--- config.mk ---
export PLATFORM = sky130hd
export DESIGN_NAME = dac_top
export DESIGN_NICKNAME = d
export VERILOG_FILES = /design/src/rtl/dac_pkg.sv /design/src/rtl/sample_ram.sv /design/src/rtl/buffer_arbiter.sv /design/src/rtl/host_write_port.sv /design/src/rtl/i2s_serializer.sv /design/src/rtl/dac_top.sv
export SDC_FILE = /design/constraint.sdc
export NUM_CORES = 2
export LEC_CHECK = 0
export BUFFER_PORTS_ARGS = -buffer_cell sky130_fd_sc_hd__buf_2
export CORE_ASPECT_RATIO = 0.6
export CORE_UTILIZATION = 44
export CTS_CLUSTER_DIAMETER = 40
export DETAILED_ROUTE_END_ITERATION = 16
export PLACE_DENSITY_LB_ADDON = 0.1
export SKIP_CTS_REPAIR_TIMING = 1
export SLEW_MARGIN = 10
export SYNTH_ARGS = -nofsm -noshare
export SYNTH_HDL_FRONTEND = slang
export SYNTH_SLANG_ARGS = --single-unit
export TNS_END_PERCENT = 20
--- constraint.sdc ---
create_clock -name mclk -period 6.7 [get_ports mclk]
set_clock_uncertainty 0.05 [all_clocks]
set_input_delay 1.34 -clock mclk [delete_from_list [all_inputs] [get_ports mclk]]
set_output_delay 1.34 -clock mclk [all_outputs]
set_load 0.05 [all_outputs]
--- src/rtl/dac_pkg.sv ---
//**************************************************************************
// dac playback package
// sample word and bit index types, serializer states, buffer defaults
//**************************************************************************

package dac_pkg;

    // one audio sample word, sent MSB first
    typedef logic [31:0] sample_t;

    // position of the bit on the wire within a word
    typedef logic [4:0] bit_idx_t;

    // serializer states
    typedef enum logic [1:0] {
        ST_IDLE,
        ST_PRIME,
        ST_WAIT_FRAME,
        ST_SHIFT
    } i2s_state_t;

    //**********************************************************************
    // buffer defaults
    //**********************************************************************

    // 64 word sample buffer
    localparam int DEF_BUF_ADDR_W = 6;

    // words needed before playback may start
    localparam int DEF_PRIME_LEVEL = 48;

    // status thresholds
    localparam int DEF_ALMOST_FULL_LEVEL  = 60;
    localparam int DEF_ALMOST_EMPTY_LEVEL = 8;

endpackage

--- src/rtl/sample_ram.sv ---
//**************************************************************************
// sample RAM
// single port word memory, registered read data
//**************************************************************************
`timescale 1ns/1ps

module sample_ram #(
    parameter int BUF_ADDR_W = dac_pkg::DEF_BUF_ADDR_W
) (
    input  logic                  mclk,
    input  logic                  ram_en_i,
    input  logic                  ram_we_i,
    input  logic [BUF_ADDR_W-1:0] ram_addr_i,
    input  dac_pkg::sample_t      ram_wdata_i,
    output dac_pkg::sample_t      ram_rdata_o
);
    import dac_pkg::*;

    localparam int DEPTH = 2 ** BUF_ADDR_W;

    sample_t mem [0:DEPTH-1];

    always_ff @(posedge mclk) begin
        if (ram_en_i) begin
            if (ram_we_i) begin
                mem[ram_addr_i] <= ram_wdata_i;
            end else begin
                ram_rdata_o <= mem[ram_addr_i];
            end
        end
    end

endmodule

--- src/rtl/buffer_arbiter.sv ---
//**************************************************************************
// buffer arbiter
// round robin between host writes and serializer reads on one RAM port
//**************************************************************************
`timescale 1ns/1ps

module buffer_arbiter #(
    parameter int BUF_ADDR_W = dac_pkg::DEF_BUF_ADDR_W
) (
    input  logic                  mclk,
    input  logic                  reset_n,
    input  logic                  wr_req_i,
    input  logic [BUF_ADDR_W-1:0] wr_addr_i,
    input  dac_pkg::sample_t      wr_data_i,
    input  logic                  rd_req_i,
    input  logic [BUF_ADDR_W-1:0] rd_addr_i,
    output logic                  wr_grant_o,
    output logic                  rd_grant_o,
    output logic                  rd_valid_o,
    output logic                  ram_en_o,
    output logic                  ram_we_o,
    output logic [BUF_ADDR_W-1:0] ram_addr_o,
    output dac_pkg::sample_t      ram_wdata_o
);

    // read won the last contested or uncontested grant
    logic last_rd;

    // on a tie the side that lost last time goes first
    assign wr_grant_o = wr_req_i && (!rd_req_i || last_rd);
    assign rd_grant_o = rd_req_i && (!wr_req_i || !last_rd);

    assign ram_en_o    = wr_grant_o || rd_grant_o;
    assign ram_we_o    = wr_grant_o;
    assign ram_addr_o  = wr_grant_o ? wr_addr_i : rd_addr_i;
    assign ram_wdata_o = wr_data_i;

    always_ff @(posedge mclk or negedge reset_n) begin
        if (!reset_n) begin
            last_rd    <= 1'b0;
            rd_valid_o <= 1'b0;
        end else begin
            if (ram_en_o) begin
                last_rd <= rd_grant_o;
            end
            // registered RAM read data is ready one cycle after the grant
            rd_valid_o <= rd_grant_o;
        end
    end

    // a read that lost the tie goes through on the next cycle
    assert property (@(posedge mclk) disable iff (!reset_n)
        rd_req_i && !rd_grant_o |=> rd_req_i && rd_grant_o)
        else $error("read request not granted on the following cycle");

endmodule

--- src/rtl/host_write_port.sv ---
//**************************************************************************
// host write port
// stages host words, writes them to the sample RAM, tracks the fill
// level and hands a credit back for every word the serializer takes
//**************************************************************************
`timescale 1ns/1ps

module host_write_port #(
    parameter int BUF_ADDR_W         = dac_pkg::DEF_BUF_ADDR_W,
    parameter int ALMOST_FULL_LEVEL  = dac_pkg::DEF_ALMOST_FULL_LEVEL,
    parameter int ALMOST_EMPTY_LEVEL = dac_pkg::DEF_ALMOST_EMPTY_LEVEL
) (
    input  logic                  mclk,
    input  logic                  reset_n,
    input  logic                  wen_i,
    input  dac_pkg::sample_t      din_i,
    input  logic                  wr_grant_i,
    input  logic                  word_taken_i,
    output logic                  wr_req_o,
    output logic [BUF_ADDR_W-1:0] wr_addr_o,
    output dac_pkg::sample_t      wr_data_o,
    output logic [BUF_ADDR_W:0]   buf_level_o,
    output logic                  credit_o,
    output logic                  almost_full_o,
    output logic                  almost_empty_o
);
    import dac_pkg::*;

    localparam int DEPTH = 2 ** BUF_ADDR_W;
    localparam logic [BUF_ADDR_W:0] AF_LEVEL = (BUF_ADDR_W + 1)'(ALMOST_FULL_LEVEL);
    localparam logic [BUF_ADDR_W:0] AE_LEVEL = (BUF_ADDR_W + 1)'(ALMOST_EMPTY_LEVEL);

    // two entry staging queue
    sample_t    stage_mem [0:1];
    logic       stage_wr_ptr;
    logic       stage_rd_ptr;
    logic [1:0] stage_cnt;

    assign wr_req_o  = (stage_cnt != 2'd0);
    assign wr_data_o = stage_mem[stage_rd_ptr];

    always_ff @(posedge mclk) begin
        if (wen_i) begin
            stage_mem[stage_wr_ptr] <= din_i;
        end
    end

    always_ff @(posedge mclk or negedge reset_n) begin
        if (!reset_n) begin
            stage_wr_ptr   <= 1'b0;
            stage_rd_ptr   <= 1'b0;
            stage_cnt      <= 2'd0;
            wr_addr_o      <= '0;
            buf_level_o    <= '0;
            credit_o       <= 1'b0;
            almost_full_o  <= 1'b0;
            almost_empty_o <= 1'b1;
        end else begin
            if (wen_i) begin
                stage_wr_ptr <= ~stage_wr_ptr;
            end
            // a grant means the head word goes into RAM this cycle
            if (wr_grant_i) begin
                stage_rd_ptr <= ~stage_rd_ptr;
                wr_addr_o    <= wr_addr_o + 1'b1;
            end
            if (wen_i && !wr_grant_i) begin
                stage_cnt <= stage_cnt + 2'd1;
            end else if (!wen_i && wr_grant_i) begin
                stage_cnt <= stage_cnt - 2'd1;
            end
            // words in RAM not yet taken by the serializer
            if (wr_grant_i && !word_taken_i) begin
                buf_level_o <= buf_level_o + 1'b1;
            end else if (!wr_grant_i && word_taken_i) begin
                buf_level_o <= buf_level_o - 1'b1;
            end
            credit_o       <= word_taken_i;
            almost_full_o  <= (buf_level_o >= AF_LEVEL);
            almost_empty_o <= (buf_level_o < AE_LEVEL);
        end
    end

    // full staging queue must drain in the cycle of a new host word
    assert property (@(posedge mclk) disable iff (!reset_n)
        wen_i && stage_cnt == 2'd2 |-> wr_grant_i)
        else $error("staging queue overflow");

    // host wrote without a credit
    assert property (@(posedge mclk) disable iff (!reset_n)
        wen_i |-> (stage_cnt + buf_level_o) < DEPTH)
        else $error("buffer overflow, write with no credit");

endmodule

--- src/rtl/i2s_serializer.sv ---
//**************************************************************************
// I2S serializer
// frames on lrck, sends each word MSB first on bck rising edges,
// prefetches the next word and publishes left/right pairs
//**************************************************************************
`timescale 1ns/1ps

module i2s_serializer #(
    parameter int BUF_ADDR_W  = dac_pkg::DEF_BUF_ADDR_W,
    parameter int PRIME_LEVEL = dac_pkg::DEF_PRIME_LEVEL
) (
    input  logic                  mclk,
    input  logic                  reset_n,
    input  logic                  start_i,
    input  logic                  bck_i,
    input  logic                  lrck_i,
    input  logic [BUF_ADDR_W:0]   buf_level_i,
    input  logic                  rd_grant_i,
    input  logic                  rd_valid_i,
    input  dac_pkg::sample_t      rd_data_i,
    output logic                  rd_req_o,
    output logic [BUF_ADDR_W-1:0] rd_addr_o,
    output logic                  word_taken_o,
    output logic                  sdata_o,
    output logic                  playing_o,
    output dac_pkg::sample_t      pcm_left_o,
    output dac_pkg::sample_t      pcm_right_o
);
    import dac_pkg::*;

    localparam logic [BUF_ADDR_W:0] PRIME_LVL = (BUF_ADDR_W + 1)'(PRIME_LEVEL);
    localparam bit_idx_t PREFETCH_BIT = 5'd30;
    localparam bit_idx_t LAST_BIT     = 5'd31;

    i2s_state_t state_q;
    bit_idx_t   bit_idx_q;
    logic       bck_q;
    logic       lrck_q;
    logic       tx_bit_q;
    logic       right_q;

    // word on the wire, prefetched word, held left word
    sample_t shift_q;
    sample_t next_q;
    sample_t left_hold_q;

    logic shift_tick;
    logic word_end;
    logic prefetch_bit;
    logic frame_start;

    assign shift_tick   = (state_q == ST_SHIFT) && start_i && bck_i && !bck_q;
    assign word_end     = shift_tick && (bit_idx_q == LAST_BIT);
    assign prefetch_bit = shift_tick && (bit_idx_q == PREFETCH_BIT);
    assign frame_start  = (state_q == ST_WAIT_FRAME) && start_i && !lrck_i && lrck_q;

    // every read that lands consumes one buffer word
    assign word_taken_o = rd_valid_i;

    //**********************************************************************
    // word registers
    //**********************************************************************
    always_ff @(posedge mclk) begin
        if (rd_valid_i) begin
            next_q <= rd_data_i;
        end else if (prefetch_bit && buf_level_i == '0) begin
            // underrun, play silence
            next_q <= '0;
        end
        if (frame_start || word_end) begin
            shift_q <= next_q;
        end
        if (word_end && !right_q) begin
            left_hold_q <= shift_q;
        end
    end

    //**********************************************************************
    // framing FSM
    //**********************************************************************
    always_ff @(posedge mclk or negedge reset_n) begin
        if (!reset_n) begin
            state_q     <= ST_IDLE;
            bit_idx_q   <= '0;
            bck_q       <= 1'b0;
            lrck_q      <= 1'b0;
            tx_bit_q    <= 1'b0;
            right_q     <= 1'b0;
            sdata_o     <= 1'b0;
            playing_o   <= 1'b0;
            rd_req_o    <= 1'b0;
            rd_addr_o   <= '0;
            pcm_left_o  <= '0;
            pcm_right_o <= '0;
        end else begin
            bck_q   <= bck_i;
            lrck_q  <= lrck_i;
            // second register stage after the bck edge
            sdata_o <= (state_q == ST_SHIFT && start_i) ? tx_bit_q : 1'b0;

            // request stays up until the arbiter takes it
            if (rd_grant_i) begin
                rd_req_o  <= 1'b0;
                rd_addr_o <= rd_addr_o + 1'b1;
            end

            case (state_q)
                ST_IDLE: begin
                    if (start_i && buf_level_i >= PRIME_LVL && !rd_req_o && !rd_valid_i) begin
                        state_q  <= ST_PRIME;
                        rd_req_o <= 1'b1;
                    end
                end
                ST_PRIME: begin
                    if (rd_valid_i) begin
                        state_q   <= ST_WAIT_FRAME;
                        playing_o <= 1'b1;
                    end
                end
                ST_WAIT_FRAME: begin
                    // left word starts on lrck falling
                    if (frame_start) begin
                        state_q   <= ST_SHIFT;
                        bit_idx_q <= '0;
                        right_q   <= 1'b0;
                        tx_bit_q  <= 1'b0;
                    end
                end
                ST_SHIFT: begin
                    if (shift_tick) begin
                        tx_bit_q  <= shift_q[LAST_BIT - bit_idx_q];
                        bit_idx_q <= bit_idx_q + 1'b1;
                    end
                    if (prefetch_bit && buf_level_i != '0) begin
                        rd_req_o <= 1'b1;
                    end
                    if (word_end) begin
                        right_q <= ~right_q;
                        if (right_q) begin
                            pcm_left_o  <= left_hold_q;
                            pcm_right_o <= shift_q;
                        end
                    end
                end
                default: state_q <= ST_IDLE;
            endcase

            // stop from any active state
            if (!start_i && state_q != ST_IDLE) begin
                state_q   <= ST_IDLE;
                playing_o <= 1'b0;
            end
        end
    end

    // prefetch read has to finish before the next word is loaded
    assert property (@(posedge mclk) disable iff (!reset_n)
        word_end |-> !rd_req_o && !rd_valid_i)
        else $error("prefetch still pending at word boundary");

endmodule

--- src/rtl/dac_top.sv ---
//**************************************************************************
// dac playback top
// host writer and I2S reader share one sample RAM through an arbiter
//**************************************************************************
`timescale 1ns/1ps

module dac_top #(
    parameter int BUF_ADDR_W         = dac_pkg::DEF_BUF_ADDR_W,
    parameter int PRIME_LEVEL        = dac_pkg::DEF_PRIME_LEVEL,
    parameter int ALMOST_FULL_LEVEL  = dac_pkg::DEF_ALMOST_FULL_LEVEL,
    parameter int ALMOST_EMPTY_LEVEL = dac_pkg::DEF_ALMOST_EMPTY_LEVEL
) (
    input  logic             mclk,
    input  logic             reset_n,
    input  logic             start_i,
    input  logic             wen_i,
    input  dac_pkg::sample_t din_i,
    input  logic             bck_i,
    input  logic             lrck_i,
    output logic             credit_o,
    output logic             sdata_o,
    output logic             playing_o,
    output logic             almost_full_o,
    output logic             almost_empty_o,
    output dac_pkg::sample_t pcm_left_o,
    output dac_pkg::sample_t pcm_right_o
);
    import dac_pkg::*;

    // writer side
    logic                  wr_req;
    logic                  wr_grant;
    logic [BUF_ADDR_W-1:0] wr_addr;
    sample_t               wr_data;
    logic [BUF_ADDR_W:0]   buf_level;
    logic                  word_taken;

    // reader side
    logic                  rd_req;
    logic                  rd_grant;
    logic                  rd_valid;
    logic [BUF_ADDR_W-1:0] rd_addr;
    sample_t               rd_data;

    // shared RAM port
    logic                  ram_en;
    logic                  ram_we;
    logic [BUF_ADDR_W-1:0] ram_addr;
    sample_t               ram_wdata;

    host_write_port #(
        .BUF_ADDR_W         (BUF_ADDR_W),
        .ALMOST_FULL_LEVEL  (ALMOST_FULL_LEVEL),
        .ALMOST_EMPTY_LEVEL (ALMOST_EMPTY_LEVEL)
    ) u_host_write_port (
        .mclk           (mclk),
        .reset_n        (reset_n),
        .wen_i          (wen_i),
        .din_i          (din_i),
        .wr_grant_i     (wr_grant),
        .word_taken_i   (word_taken),
        .wr_req_o       (wr_req),
        .wr_addr_o      (wr_addr),
        .wr_data_o      (wr_data),
        .buf_level_o    (buf_level),
        .credit_o       (credit_o),
        .almost_full_o  (almost_full_o),
        .almost_empty_o (almost_empty_o)
    );

    buffer_arbiter #(
        .BUF_ADDR_W (BUF_ADDR_W)
    ) u_buffer_arbiter (
        .mclk        (mclk),
        .reset_n     (reset_n),
        .wr_req_i    (wr_req),
        .wr_addr_i   (wr_addr),
        .wr_data_i   (wr_data),
        .rd_req_i    (rd_req),
        .rd_addr_i   (rd_addr),
        .wr_grant_o  (wr_grant),
        .rd_grant_o  (rd_grant),
        .rd_valid_o  (rd_valid),
        .ram_en_o    (ram_en),
        .ram_we_o    (ram_we),
        .ram_addr_o  (ram_addr),
        .ram_wdata_o (ram_wdata)
    );

    sample_ram #(
        .BUF_ADDR_W (BUF_ADDR_W)
    ) u_sample_ram (
        .mclk        (mclk),
        .ram_en_i    (ram_en),
        .ram_we_i    (ram_we),
        .ram_addr_i  (ram_addr),
        .ram_wdata_i (ram_wdata),
        .ram_rdata_o (rd_data)
    );

    i2s_serializer #(
        .BUF_ADDR_W  (BUF_ADDR_W),
        .PRIME_LEVEL (PRIME_LEVEL)
    ) u_i2s_serializer (
        .mclk         (mclk),
        .reset_n      (reset_n),
        .start_i      (start_i),
        .bck_i        (bck_i),
        .lrck_i       (lrck_i),
        .buf_level_i  (buf_level),
        .rd_grant_i   (rd_grant),
        .rd_valid_i   (rd_valid),
        .rd_data_i    (rd_data),
        .rd_req_o     (rd_req),
        .rd_addr_o    (rd_addr),
        .word_taken_o (word_taken),
        .sdata_o      (sdata_o),
        .playing_o    (playing_o),
        .pcm_left_o   (pcm_left_o),
        .pcm_right_o  (pcm_right_o)
    );

endmodule

==> impl_metrics.toml <==
[status]
status = "complete, no violations"

[logic_synthesis]
synthesis.area_um2 = 86520
avgSynthCellArea_um2 = 17.48
synth_edf_count = 2240
synth-seq-area-share = 0.8081
yosys_warnings = 0
syn_inst = 4949
async_reset_ff_frac = 0.04518
ys_seq_elements = 2346
synth_ff_type = "edfxtp_1"
synth_cell_type_count = 64
syn_nets = 5005

[floorplan]
die_x_um = 574.5
io_pins = 107
num_rows = 125
core_area_um2 = 194400
initial_utilization = 0.4451
fp.dieH_um = 345.5
die-area_um2 = 198500

[sta]
fin_crit_ps = 4918
post-route-period-util = 0.7340
finalSetupViolCount = 0
worstMarginPinSlew_ps = 1334
final-hold-violation-count = 0
relSlewSlack = 0.1044
tns_ps = 0
drv_slew = 0
rsz0062_at_grt = "no"
fmax_mhz = 203.3
whs_ps = 363.5

[finish]
fin_area_um2 = 98440
nNetsFinal = 5179
synthToLayoutAreaGrowth_pct = 13.78
multiInputGateArea_um2 = 15810
register_area_um2 = 69920
final_core_util = 0.5064
fillCellCount = 15840
mostFrequentLayoutCell = "edfxtp_1"
layout-drive-gt1-share = 0.1501
layout_common_cells = "edfxtp_1 (2,240), o21ai_0 (531), a22o_1 (320), nand4_1 (260), a22oi_1 (256)"

[detailed_routing]
vias = 50630
final_antenna_net_count = 0
drt_iter0_drc = 8433
wirelength_um = 278300
drt-pass1-iter-count = 7
drc = 0
via_per_inst = 6.396
post_drt_wl_per_cell_um = 35.15

[global_routing]
first_global_vias = 47000
grt_pass1_wl_um = 385200
grt_use_total = 0.2760
overflow = 0
antenna_found_initial = 45
grt_max_degree = 102

[setup_path]
r2r_slack_ps = 1780
r2r-end = "u_sample_ram.ram_rdata_o[23]"
crit_type = "reg2reg"
reg2reg_from = "u_host_write_port.stage_cnt[0]"
reg2reg_depth = 10
worst_ep_arrival_time_ps = 5580
cp.required_ps = 7370
critPathLaunchType = "register"
crit_path_end_kind = "register"
cp_max_fo = 78

[cts]
cts_tree = "built"
clock_sink_count = 2346
cts-root-buf = "clkbuf_16"
cts_buffers = 228
max-clock-path-buffers = 4
clkTransAtPathRegs_ps = 60
htreeDepth = 4
clk_latency_ps = 880

[hold_path]
hp-class = "reg2reg"
holdCritStartpoint = "u_i2s_serializer.next_q[5]"
hold_depth = 0
hold_end = "u_i2s_serializer.shift_q[5]"

[pwr]
seqPwrFrac = 0.402
leakagePower_nw = 31.75
internal-power_w = 0.03048
pwr-share-clk = 0.259
p_per_area_nw_per_um2 = 498.2
switching_power_w = 0.01856
swShare = 0.3785
p_comb_frac = 0.339
ir_drop_v = 0.0006421

[placed_design]
port_buffers = 106
place_congestion = 0.8710
placed_area_um2 = 91210
dp_hpwl_um = 157600

[job]
max-cap-violations = 0
critical path, cell delays in order (launching register included):
cell     delay, ps
dfrtp_1        420
or2_1          450
nand2_2        330
inv_2          260
o41ai_2        550
buf_12         490
buf_4          570
a22o_1         240
nor3_1          60
o22ai_1        960
or4_1          250
routing by layer:
layer | GRT usage | part of all wire | routed length (um) | vias to the layer above
met5 | 0 | 0.00076 | 211 | -
met4 | 0.05854 | 0.020 | 5689 | 30
met3 | 0.07938 | 0.13 | 35620 | 382
met2 | 0.3794 | 0.41 | 114800 | 3086
met1 | 0.4314 | 0.44 | 121900 | 26390
li1 | - | - | - | 20740
sequential cells by signal, indices dropped and copies added, names as in the netlist, 2 cells and up:
register and cells:
u_i2s_serializer.pcm_right_o 32, u_sample_ram.ram_rdata_o 32, u_i2s_serializer.shift_q 32, u_i2s_serializer.bit_idx_q 5, u_i2s_serializer.state_q 2, u_i2s_serializer.rd_addr_o 6
u_host_write_port.stage_cnt 2, u_host_write_port.stage_mem 64, u_i2s_serializer.left_hold_q 32, u_i2s_serializer.next_q 32, u_host_write_port.wr_addr_o 6, u_i2s_serializer.pcm_left_o 32
u_host_write_port.buf_level_o 7, u_sample_ram.mem 2048
worst max path at each step:
stage                                         startpoint                            to  slack, ps  depth (start not counted)
final                     u_host_write_port.stage_cnt[0]  u_sample_ram.ram_rdata_o[23]       1780                         10
after global placement    u_host_write_port.stage_cnt[0]  u_sample_ram.ram_rdata_o[13]       1810                         10
after CTS                 u_host_write_port.stage_cnt[0]  u_sample_ram.ram_rdata_o[13]       1880                         10
after detailed placement  u_host_write_port.stage_cnt[0]  u_sample_ram.ram_rdata_o[13]       1900                         10
after global routing      u_host_write_port.stage_cnt[0]  u_sample_ram.ram_rdata_o[10]       1820                          9
after floorplan           u_host_write_port.wr_addr_o[2]       u_sample_ram.mem[34][0]       2060                          4
cell type report:
type                    instances  area share
repair buffers                284     0.02229
flip-flops and latches       2346      0.7103
multi-input cells            2250      0.1606
well taps                    2603     0.03309
clock inverters               121     0.01185
clock buffers                 282     0.06097
diodes                         17   0.0004322
inverters                      13   0.0004957
power by group through the flow:
stage	Clock (W)	Combinational, W	Sequential [W]
finish	0.0127	0.0166	0.0197
global placement	0	0.0163	0.0200
detailed placement	0	0.0164	0.0200
CTS	0.0128	0.0164	0.0197
global route	0.0134	0.0173	0.0198
floorplan	0	0.00838	0.0196
logic make-up after synthesis:
kind of cell,synth area share
adder cells (fa/ha/maj),0.002690
AO/OA/AOI/OAI,0.1090
multiplexers,0.01562
XOR/XNOR,0.002227
flip-flops,0.8081
AND/OR/NAND/NOR,0.04603
buffers and inverters,0.01636
synth_stat cells, drive strengths merged (66+ instances only):
library cell / instances / area [um2]
nor3: 108 / 540.5
nand2: 165 / 621.9
buf: 66 / 337.8
dfrtp: 105 / 2628
nor2: 87 / 326.6
edfxtp: 2240 / 67260
a22o: 320 / 2803
clkbuf: 274 / 1028
nand4: 260 / 1627
o21ai: 556 / 2790
mux2: 97 / 1096
a222oi: 129 / 1291
a22oi: 256 / 1922
metrics by stage:
| stage | total power (W) | setup WS, ps | cells |
|---|---|---|---|
| 4_1_cts | 0.04896 | 1882 | 7898 |
| 2_1_floorplan | 0.02800 | 2064 | 4949 |
| 3_5_place_dp | 0.03641 | 1900 | 7495 |
| 6_report | 0.04904 | 1782 | 7916 |
| 3_3_place_gp | 0.03628 | 1809 | 7493 |
| 5_1_grt | 0.05048 | 1823 | 7899 |
Power figures use the tool's default switching activity.
